--- config.mk ---
export PLATFORM = sky130hd
export DESIGN_NAME = asi_unit
export DESIGN_NICKNAME = d
export VERILOG_FILES = /design/src/logic/asi_pkg.sv /design/src/logic/asi_unit.sv /design/src/logic/aes_sub_mix.sv /design/src/logic/aes_sbox.sv /design/src/logic/sha256_sigma.sv /design/src/logic/sha3_index.sv
export SDC_FILE = /design/constraint.sdc
export NUM_CORES = 2
export LEC_CHECK = 0
export BUFFER_PORTS_ARGS = -buffer_cell sky130_fd_sc_hd__buf_2
export CAP_MARGIN = 20
export CELL_PAD_IN_SITES_DETAIL_PLACEMENT = 0
export CELL_PAD_IN_SITES_GLOBAL_PLACEMENT = 1
export CORE_MARGIN = 3
export CORE_UTILIZATION = 30
export CTS_CLUSTER_SIZE = 10
export DETAILED_ROUTE_END_ITERATION = 8
export PLACE_DENSITY = 0.55
export SETUP_SLACK_MARGIN = 0.3
export SLEW_MARGIN = 30
export SYNTH_ARGS = -nofsm -noshare
export SYNTH_HDL_FRONTEND = slang
export SYNTH_HIERARCHICAL = 1
export SYNTH_SLANG_ARGS = --single-unit
export TNS_END_PERCENT = 50
--- constraint.sdc ---
create_clock -name g_clk -period 20.9 [get_ports g_clk]
set_clock_uncertainty 0.2 [all_clocks]
set_input_delay 1.045 -clock g_clk [delete_from_list [all_inputs] [get_ports g_clk]]
set_output_delay 1.045 -clock g_clk [all_outputs]
set_load 0.005 [all_outputs]
--- src/logic/asi_pkg.sv ---
// Shared types and op-code constants for the algorithm-specific instruction unit
// Covers AES, SHA-256 and SHA-3 micro-ops of the execute stage
package asi_pkg;

    localparam int XLEN = 32;  // Data path width

    typedef logic [XLEN-1:0] word_t;     // Source operand or result
    typedef logic [4:0]      asi_uop_t;  // {class, function}
    typedef logic [1:0]      asi_cls_t;  // Class field, uop[4:3]
    typedef logic [1:0]      shamt_t;    // SHA3 post-shift amount
    typedef logic [7:0]      gf_byte_t;  // One AES state byte

    // ----------------------------------------
    // Micro-op classes

    localparam asi_cls_t ASI_CLS_AES  = 2'b01;  // AES sub and mix
    localparam asi_cls_t ASI_CLS_SHA2 = 2'b10;  // SHA-256 sigmas
    localparam asi_cls_t ASI_CLS_SHA3 = 2'b11;  // Keccak index helpers

    // ----------------------------------------
    // Full micro-op codes

    localparam asi_uop_t ASI_AES_ENCS  = 5'b01_000;  // Forward SubBytes
    localparam asi_uop_t ASI_AES_DECS  = 5'b01_001;  // Inverse SubBytes
    localparam asi_uop_t ASI_AES_ENCM  = 5'b01_010;  // MixColumns
    localparam asi_uop_t ASI_AES_DECM  = 5'b01_011;  // InvMixColumns

    localparam asi_uop_t ASI_SHA256_S0 = 5'b10_000;  // Small sigma 0
    localparam asi_uop_t ASI_SHA256_S1 = 5'b10_001;  // Small sigma 1
    localparam asi_uop_t ASI_SHA256_S2 = 5'b10_010;  // Big sigma 0
    localparam asi_uop_t ASI_SHA256_S3 = 5'b10_011;  // Big sigma 1

    localparam asi_uop_t ASI_SHA3_XY   = 5'b11_000;  // x + 5y
    localparam asi_uop_t ASI_SHA3_X1   = 5'b11_001;  // x+1 column
    localparam asi_uop_t ASI_SHA3_X2   = 5'b11_010;  // x+2 column
    localparam asi_uop_t ASI_SHA3_X4   = 5'b11_011;  // x+4 column
    localparam asi_uop_t ASI_SHA3_YX   = 5'b11_100;  // Rho-pi lane move

    // ----------------------------------------
    // Datapath constants

    localparam gf_byte_t AES_POLY         = 8'h1b;  // x^8 = x^4+x^3+x+1
    localparam gf_byte_t AES_AFFINE_C     = 8'h63;  // Forward affine offset
    localparam gf_byte_t AES_AFFINE_INV_C = 8'h05;  // Inverse affine offset
    localparam int       KECCAK_DIM       = 5;      // Lanes per row/column

    // One request from the core stage, 71 bits
    typedef struct packed {
        asi_uop_t uop;    // Class and function
        word_t    rs1;    // Source register 1
        word_t    rs2;    // Source register 2
        shamt_t   shamt;  // SHA3 post-shift
    } asi_req_t;

    // SubBytes byte position, one S-box lookup per state
    typedef enum logic [1:0] {
        SUB_B0 = 2'd0,  // Byte 0, also idle
        SUB_B1 = 2'd1,
        SUB_B2 = 2'd2,
        SUB_B3 = 2'd3   // Last byte, result ready
    } sub_phase_e;

endpackage
--- src/logic/asi_unit.sv ---
`timescale 1ns/10ps
// Algorithm-specific instruction unit of the execute stage
// Decodes one crypto micro-op, runs it and returns a 32-bit result
module asi_unit (
    input  logic              g_clk,  // Core clock
    input  logic              rst,    // Sync reset, active high
    input  logic              valid,  // Request present
    input  asi_pkg::asi_req_t req,    // Micro-op and operands
    output logic              ready,  // Op completes this cycle
    output asi_pkg::word_t    result  // Meaningful only with ready
);
    import asi_pkg::*;

    asi_cls_t cls;
    logic     sel_aes;     // Class selects
    logic     sel_sha2;
    logic     sel_sha3;
    logic     f_encs;      // AES functions
    logic     f_decs;
    logic     f_encm;
    logic     f_decm;
    logic     f_xy;        // SHA3 functions
    logic     f_x1;
    logic     f_x2;
    logic     f_x4;
    logic     f_yx;
    logic     insn_aes;
    logic     insn_sha2;
    logic     insn_sha3;
    logic     insn_undef;  // Completes with zero
    logic     aes_dec;
    logic     aes_mix;
    logic     aes_ready;
    word_t    sha2_rs1;
    word_t    result_aes;
    word_t    result_sha2;
    word_t    result_sha3;

    // ----------------------------------------
    // Decode

    assign cls      = req.uop[4:3];
    assign sel_aes  = valid && (cls == ASI_CLS_AES);
    assign sel_sha2 = valid && (cls == ASI_CLS_SHA2);
    assign sel_sha3 = valid && (cls == ASI_CLS_SHA3);

    assign f_encs = sel_aes && (req.uop == ASI_AES_ENCS);
    assign f_decs = sel_aes && (req.uop == ASI_AES_DECS);
    assign f_encm = sel_aes && (req.uop == ASI_AES_ENCM);
    assign f_decm = sel_aes && (req.uop == ASI_AES_DECM);

    assign f_xy = sel_sha3 && (req.uop == ASI_SHA3_XY);
    assign f_x1 = sel_sha3 && (req.uop == ASI_SHA3_X1);
    assign f_x2 = sel_sha3 && (req.uop == ASI_SHA3_X2);
    assign f_x4 = sel_sha3 && (req.uop == ASI_SHA3_X4);
    assign f_yx = sel_sha3 && (req.uop == ASI_SHA3_YX);

    assign insn_aes   = f_encs | f_decs | f_encm | f_decm;
    assign insn_sha2  = sel_sha2 && (req.uop inside {ASI_SHA256_S0, ASI_SHA256_S1,
                                                     ASI_SHA256_S2, ASI_SHA256_S3});
    assign insn_sha3  = f_xy | f_x1 | f_x2 | f_x4 | f_yx;
    assign insn_undef = valid && !(insn_aes || insn_sha2 || insn_sha3);

    assign aes_dec = f_decs | f_decm;
    assign aes_mix = f_encm | f_decm;

    // ----------------------------------------
    // Datapaths

    assign sha2_rs1 = {XLEN{insn_sha2}} & req.rs1;  // Hold quiet unless SHA2

    sha256_sigma u_sha256 (
        .rs1    (sha2_rs1),
        .ss     (req.uop[1:0]),
        .result (result_sha2)
    );

    sha3_index u_sha3 (
        .rs1    (req.rs1),
        .rs2    (req.rs2),
        .shamt  (req.shamt),
        .f_xy   (f_xy),
        .f_x1   (f_x1),
        .f_x2   (f_x2),
        .f_x4   (f_x4),
        .f_yx   (f_yx),
        .result (result_sha3)
    );

    aes_sub_mix u_aes (
        .g_clk (g_clk),
        .rst   (rst),
        .valid (insn_aes),
        .dec   (aes_dec),
        .mix   (aes_mix),
        .rs1   (req.rs1),
        .ready (aes_ready),
        .rd    (result_aes)
    );

    // ----------------------------------------
    // Ready and result

    assign ready = insn_sha2 || insn_sha3 || insn_undef  // Zero latency
                || (insn_aes && aes_ready);

    assign result = ({XLEN{insn_aes}}  & result_aes)
                  | ({XLEN{insn_sha2}} & result_sha2)
                  | ({XLEN{insn_sha3}} & result_sha3);  // Undefined gives zero

endmodule

--- src/logic/aes_sub_mix.sv ---
`timescale 1ns/10ps
// AES datapath for SubBytes over one shared S-box and single-cycle MixColumns
// SubBytes takes four cycles of valid, MixColumns completes at once
module aes_sub_mix (
    input  logic           g_clk,  // Core clock
    input  logic           rst,    // Sync reset, active high
    input  logic           valid,  // AES op presented
    input  logic           dec,    // Inverse direction
    input  logic           mix,    // MixColumns, else SubBytes
    input  asi_pkg::word_t rs1,    // Input word or column
    output logic           ready,  // Result available this cycle
    output asi_pkg::word_t rd      // Result word
);
    import asi_pkg::*;

    // Multiply by x in GF(2^8)
    function automatic gf_byte_t xtime(input gf_byte_t a);
        return {a[6:0], 1'b0} ^ (a[7] ? AES_POLY : 8'h00);
    endfunction

    sub_phase_e phase;      // Current byte position
    sub_phase_e phase_nxt;
    logic       sub_go;     // SubBytes under way
    logic       sub_done;   // SubBytes handshake
    gf_byte_t   sbox_in;
    gf_byte_t   sbox_out;
    gf_byte_t   sub_b0;     // Finished bytes 0..2
    gf_byte_t   sub_b1;
    gf_byte_t   sub_b2;
    word_t      mix_in;     // Gated column
    gf_byte_t   col [4];
    gf_byte_t   c2  [4];    // col * 2
    gf_byte_t   c4  [4];    // col * 4
    gf_byte_t   c8  [4];    // col * 8
    word_t      mix_res;

    // ----------------------------------------
    // SubBytes sequencer

    assign sub_go   = valid && !mix;
    assign ready    = valid && (mix || phase == SUB_B3);  // Mix never leaves B0
    assign sub_done = sub_go && ready;

    always_comb begin
        case (phase)  // Byte under lookup
            SUB_B0:  sbox_in = rs1[7:0];
            SUB_B1:  sbox_in = rs1[15:8];
            SUB_B2:  sbox_in = rs1[23:16];
            default: sbox_in = rs1[31:24];
        endcase
    end

    aes_sbox u_sbox (
        .in_byte  (sbox_in),
        .inv      (dec),
        .out_byte (sbox_out)
    );

    always_comb begin
        phase_nxt = SUB_B0;  // Idle or done
        if (sub_go && !sub_done) begin
            case (phase)
                SUB_B0:  phase_nxt = SUB_B1;
                SUB_B1:  phase_nxt = SUB_B2;
                default: phase_nxt = SUB_B3;
            endcase
        end
    end

    always_ff @(posedge g_clk) begin
        if (rst) begin
            phase <= SUB_B0;
        end else begin
            phase <= phase_nxt;
        end
    end

    always_ff @(posedge g_clk) begin
        if (sub_go) begin
            case (phase)
                SUB_B0:  sub_b0 <= sbox_out;
                SUB_B1:  sub_b1 <= sbox_out;
                SUB_B2:  sub_b2 <= sbox_out;
                default: ;  // Byte 3 goes straight out
            endcase
        end
    end

    // ----------------------------------------
    // MixColumns, byte 0 is row 0

    assign mix_in = {XLEN{valid && mix}} & rs1;  // Quiet when unused

    always_comb begin
        for (int i = 0; i < 4; i++) begin
            col[i] = mix_in[8*i +: 8];
            c2[i]  = xtime(col[i]);
            c4[i]  = xtime(c2[i]);
            c8[i]  = xtime(c4[i]);
        end
        for (int i = 0; i < 4; i++) begin
            if (dec) begin  // Rows of {0e, 0b, 0d, 09}
                mix_res[8*i +: 8] = (c8[i] ^ c4[i] ^ c2[i])
                                  ^ (c8[(i+1)%4] ^ c2[(i+1)%4] ^ col[(i+1)%4])
                                  ^ (c8[(i+2)%4] ^ c4[(i+2)%4] ^ col[(i+2)%4])
                                  ^ (c8[(i+3)%4] ^ col[(i+3)%4]);
            end else begin  // Rows of {02, 03, 01, 01}
                mix_res[8*i +: 8] = c2[i] ^ c2[(i+1)%4] ^ col[(i+1)%4]
                                  ^ col[(i+2)%4] ^ col[(i+3)%4];
            end
        end
    end

    assign rd = mix ? mix_res : {sbox_out, sub_b2, sub_b1, sub_b0};

endmodule

--- src/logic/aes_sbox.sv ---
`timescale 1ns/10ps
// AES forward and inverse S-box for one byte
// Shared GF(2^8) inversion wrapped by the affine maps
module aes_sbox (
    input  asi_pkg::gf_byte_t in_byte,  // Byte to substitute
    input  logic              inv,      // Inverse S-box when set
    output asi_pkg::gf_byte_t out_byte
);
    import asi_pkg::*;

    // Multiply in GF(2^8) modulo the AES polynomial
    function automatic gf_byte_t gf_mul(input gf_byte_t a, input gf_byte_t b);
        gf_byte_t acc;
        gf_byte_t sh;
        acc = '0;
        sh  = a;
        for (int i = 0; i < 8; i++) begin
            if (b[i]) acc = acc ^ sh;
            sh = {sh[6:0], 1'b0} ^ (sh[7] ? AES_POLY : 8'h00);  // xtime
        end
        return acc;
    endfunction

    // a^254 is the inverse, and maps zero to zero
    function automatic gf_byte_t gf_inv(input gf_byte_t a);
        gf_byte_t sq;
        gf_byte_t acc;
        sq  = gf_mul(a, a);  // a^2
        acc = sq;
        for (int i = 0; i < 6; i++) begin
            sq  = gf_mul(sq, sq);    // a^4 .. a^128
            acc = gf_mul(acc, sq);
        end
        return acc;
    endfunction

    // Rotate left within a byte
    function automatic gf_byte_t rotl(input gf_byte_t a, input int n);
        return gf_byte_t'((a << n) | (a >> (8 - n)));
    endfunction

    function automatic gf_byte_t affine_fwd(input gf_byte_t a);
        return a ^ rotl(a, 1) ^ rotl(a, 2) ^ rotl(a, 3) ^ rotl(a, 4) ^ AES_AFFINE_C;
    endfunction

    function automatic gf_byte_t affine_inv(input gf_byte_t a);
        return rotl(a, 1) ^ rotl(a, 3) ^ rotl(a, 6) ^ AES_AFFINE_INV_C;
    endfunction

    // ----------------------------------------
    // Datapath

    gf_byte_t pre_byte;  // Inversion input
    gf_byte_t inv_byte;  // Inversion output

    // Decrypt undoes the affine map first, encrypt applies it last
    assign pre_byte = inv ? affine_inv(in_byte) : in_byte;
    assign inv_byte = gf_inv(pre_byte);
    assign out_byte = inv ? inv_byte : affine_fwd(inv_byte);

endmodule

--- src/logic/sha256_sigma.sv ---
`timescale 1ns/10ps
// SHA-256 small and big sigma functions, one selected per op
module sha256_sigma (
    input  asi_pkg::word_t rs1,    // Operand, zero when not in use
    input  logic [1:0]     ss,     // Which sigma
    output asi_pkg::word_t result
);
    import asi_pkg::*;

    // Rotate right by a fixed amount
    function automatic word_t ror(input word_t v, input int n);
        return (v >> n) | (v << (XLEN - n));
    endfunction

    word_t s0;  // Message schedule sigma 0
    word_t s1;  // Message schedule sigma 1
    word_t s2;  // Compression Sigma 0
    word_t s3;  // Compression Sigma 1

    assign s0 = ror(rs1, 7) ^ ror(rs1, 18) ^ (rs1 >> 3);
    assign s1 = ror(rs1, 17) ^ ror(rs1, 19) ^ (rs1 >> 10);
    assign s2 = ror(rs1, 2) ^ ror(rs1, 13) ^ ror(rs1, 22);
    assign s3 = ror(rs1, 6) ^ ror(rs1, 11) ^ ror(rs1, 25);

    always_comb begin
        case (ss)
            2'd0:    result = s0;
            2'd1:    result = s1;
            2'd2:    result = s2;
            default: result = s3;
        endcase
    end

endmodule

--- src/logic/sha3_index.sv ---
`timescale 1ns/10ps
// Keccak lane-index helper functions
// Index arithmetic modulo 5 followed by a small left shift
module sha3_index (
    input  asi_pkg::word_t  rs1,    // Source register 1, x coordinate
    input  asi_pkg::word_t  rs2,    // Source register 2, y coordinate
    input  asi_pkg::shamt_t shamt,  // Post-shift amount
    input  logic            f_xy,   // One-hot function strobes
    input  logic            f_x1,
    input  logic            f_x2,
    input  logic            f_x4,
    input  logic            f_yx,
    output asi_pkg::word_t  result  // Shifted lane index
);
    import asi_pkg::*;

    logic [2:0] x;       // rs1 mod 5
    logic [2:0] y;       // rs2 mod 5
    logic [2:0] x_p1;    // (x+1) mod 5
    logic [2:0] x_p2;    // (x+2) mod 5
    logic [2:0] x_p4;    // (x+4) mod 5
    logic [2:0] yx_row;  // (2x+3y) mod 5
    logic [2:0] col;
    logic [2:0] row;
    logic [4:0] base;    // col + 5*row, at most 24
    logic       any_f;

    assign x      = 3'(rs1 % KECCAK_DIM);
    assign y      = 3'(rs2 % KECCAK_DIM);
    assign x_p1   = 3'((int'(x) + 1) % KECCAK_DIM);
    assign x_p2   = 3'((int'(x) + 2) % KECCAK_DIM);
    assign x_p4   = 3'((int'(x) + 4) % KECCAK_DIM);
    assign yx_row = 3'((2 * int'(x) + 3 * int'(y)) % KECCAK_DIM);

    always_comb begin
        col = '0;
        row = y;  // Row is y except for YX
        if (f_xy) col = x;
        else if (f_x1) col = x_p1;
        else if (f_x2) col = x_p2;
        else if (f_x4) col = x_p4;
        else if (f_yx) begin
            col = y;       // y moves into the column slot
            row = yx_row;
        end
    end

    assign base   = 5'(int'(col) + KECCAK_DIM * int'(row));
    assign any_f  = f_xy | f_x1 | f_x2 | f_x4 | f_yx;
    assign result = any_f ? (word_t'(base) << shamt) : '0;  // Zero when idle

endmodule

==> summary.txt <==
Worst hold path
  • Hold Crit Depth: 1
  • Min-Delay Endpoint: u_aes/phase[0]$_SDFF_PP0_
  • Hold path start: u_aes/phase[0]$_SDFF_PP0_
  • Worst min path class: register to register

Detailed routing
  • Via density per instance: 5.62
  • DR WL/cell: 21.3 µm
  • Final ANT Viol Nets: 0
  • Vias: 36,000
  • Drt first pass iters: 5
  • Drt drc: 0
  • Detailed Route Iter0 Violations: 2,694
  • Drt total wl: 136,000 µm

Setup path
  • Critical path class: input pin to output pin
  • R2R Path Start: u_aes/phase[1]$_SDFF_PP0_
  • Worst Reg-to-Reg Cells: 57
  • CP startpoint kind: input pin
  • R2r endpoint: u_aes/sub_b1[7]$_DFFE_PP_
  • CP required: 19.66 ns
  • CP max FO: 15
  • Slowest CP cell: fa_2
  • Worst EP arrival: 18.58 ns
  • Reg2reg setup slack: 3.31 ns
  • Crit path largest cell delay: 0.53 ns
  • CP endpoint kind: output pin

STA
  • Final setup viols: 0
  • Worst-margin pin slew: 1.01 ns
  • Final count of hold timing violations: 0
  • Post-route minimum period: 19.83 ns
  • Max_slew headroom: 32.4%
  • Final Max Tran Viols: 0
  • Final period utilization: 94.9%
  • Fmax: 50.4 MHz
  • RSZ-0062 raised after global routing: true
  • Final TNS setup: 0 ns

Synth
  • #FFs+latches synth: 26
  • Distinct cell type count after synthesis: 152
  • Top cell type's share of synthesized area: 14.7%
  • Avg Synthesized Cell Area: 7.57 µm²
  • Netlist area before placement: 35,900 µm²
  • Top cells by count, synth: 602 x xnor2_1, 497 x nor2_1, 401 x nand2_1
  • Top_reg_cell synth: edfxtp_1
  • Number of synthesized flops with an enable pin: 24
  • Synth area leader: xnor2_1
  • Asr flop ratio synth: 0%
  • Sequential area share after synthesis: 2.12%
  • Post-Syn Instances: 4,746
  • Yosys warns: 6
  • Synth top area cells: xnor2_1 15%, xnor3_1 7.8%, nor2_1 5.2%
  • Dominant cell by count in the synthesized netlist: xnor2_1

Run
  • MaxCap Viol Count: 0

Die
  • Core Box Area: 118,000 µm²
  • Die area: 124,000 µm²
  • Die Ht: 352 µm
  • Initial Utilization: 30.3%
  • Die W: 352 µm
  • Num rows: 126
  • I/O Pins: 107

Clock network
  • Worst-path clk slew: 0.07 ns
  • Maximum clock insertion buffer count: 2
  • Num Clock Sinks: 26
  • Root buffer cell: clkbuf_16
  • Clock latency on the worst-skew pair: 0.26 ns
  • CTS H-tree lvls: 1
  • Num CTS Buffers: 3
  • CTS tree: built
  • # hold bufs at CTS: 0

GRT
  • Vias in the first global route: 33,800
  • GR Overflow Total: 0
  • GRT Total Usage: 20.6%
  • Largest net degree at the start of global routing: 65
  • First-pass GRT wire length: 209,000 µm
  • Initial antenna violation count: 3

Finish
  • Layout fillers: 12,600
  • P&R area growth vs syn: 11.9%
  • Layout cells sized above 1: 17.7%
  • Ant diodes: 0
  • Final nets: 4,926

Placement
  • Placer Congestion: 0.875
  • Port-buffer cells: 106
  • Final HPWL from detailed placement: 100,000 µm

Outcome
  • Outcome: complete, no violations
registers in the layout (all words and copies together), names as in the netlist:
signal,flops
u_aes/sub_b0,8
u_aes/sub_b2,8
u_aes/sub_b1,8
u_aes/phase,2
through the flow:
step           area [µm²]  instances  util, %  hold WS [ns]  setup slack, ns
3_5_place_dp        38600       6333     32.6         0.760           -0.285
5_1_grt             40200       6402     33.9         0.614            0.176
4_1_cts             38800       6342     32.8         0.775            0.306
6_report            40200       6402     33.9         0.553             1.07
3_3_place_gp        38600       6333     32.6         0.762           -0.176
2_1_floorplan       36000       4769        -         0.599             1.04
worst max-delay path: cells and delay by family:
family	cells	cell delay, ns
xor gates and xnor gates	5	0.66
AOI/OAI and AO/OA	27	5.98
buffers and inverters	16	1.98
and+or+nand+nor	22	4.46
muxes	3	0.91
adders and majority gates	12	3.52
cell families (layout without fill, tap and decap cells):
group | Yosys count | count (layout) | synth area share (%)
buffers and inverters | 552 | 583 | 7.43
multiplexers | 148 | 148 | 4.80
flip-flops | 26 | 26 | 2.12
AO/OA/AOI/OAI | 1229 | 1231 | 24.9
adder cells (fa/ha/maj) | 54 | 54 | 1.93
XOR/XNOR | 1050 | 1050 | 35.8
other | 1 | 24 | 0.0104
AND/OR/NAND/NOR | 1686 | 1686 | 23.0
worst max path at each step:
stage	slack, ns	cells after the start	from	end
2_1_floorplan	1.04	86	req[33]	result[4]
3_3_place_gp	-0.18	83	req[28]	result[4]
3_5_place_dp	-0.29	84	req[28]	result[5]
4_1_cts	0.31	83	req[30]	result[7]
5_1_grt	0.18	86	req[29]	result[7]
6_report	1.07	85	req[30]	result[7]
cells in the final DEF, fill, tap and decap left out, types with 25 or more instances in the layout:
master / instances
inv_1: 124
xnor2_2: 64
a31oi_1: 54
o211ai_1: 46
nand2b_1: 39
xnor2_1: 571
nand3_1: 141
a21oi_1: 193
nor3_1: 161
mux2_2: 27
a21o_1: 29
or3_1: 51
ha_1: 37
a211oi_1: 42
buf_2: 101
nor4_1: 49
mux2i_1: 95
buf_4: 318
xnor3_1: 120
a22oi_1: 73
a211o_1: 30
nand2_1: 396
o22ai_1: 37
o2111ai_1: 31
xor2_1: 163
and2_1: 68
nand4_1: 31
and3_1: 39
o221ai_1: 28
nor3b_1: 25
xor3_1: 74
nor2_1: 487
o21ai_1: 73
o21ai_0: 162
per-layer routing:
layer | up-vias | share of wire [%] | track usage, %
met5 | - | 0 | 0
met4 | 0 | 1.1 | 2.53
met1 | 17500 | 47 | 29.5
li1 | 17400 | - | -
met2 | 987 | 48 | 35.5
met3 | 75 | 4.3 | 0.580
layout make-up:
class	instances	area (µm²)	area share [%]
Clock buffer	4	78.8	0.196
Inverter	146	548	1.36
Multi-Input combinational cell	4193	33700	83.9
Sequential cell	26	762	1.90
Tap cell	1600	2000	4.98
Timing Repair Buffer	433	3080	7.66
repair_timing:
action / 4_1_cts / 5_1_grt
gates resized for setup: 19 / 191
pin swaps: 4 / 54
setup endpoints to repair: 6 / 16
gates cloned: 0 / 2
buffers inserted: 5 / 58
Power is left out: the tool's default activity adds up to more than one toggle a clock period on the data nets, which glitch-free logic cannot reach.
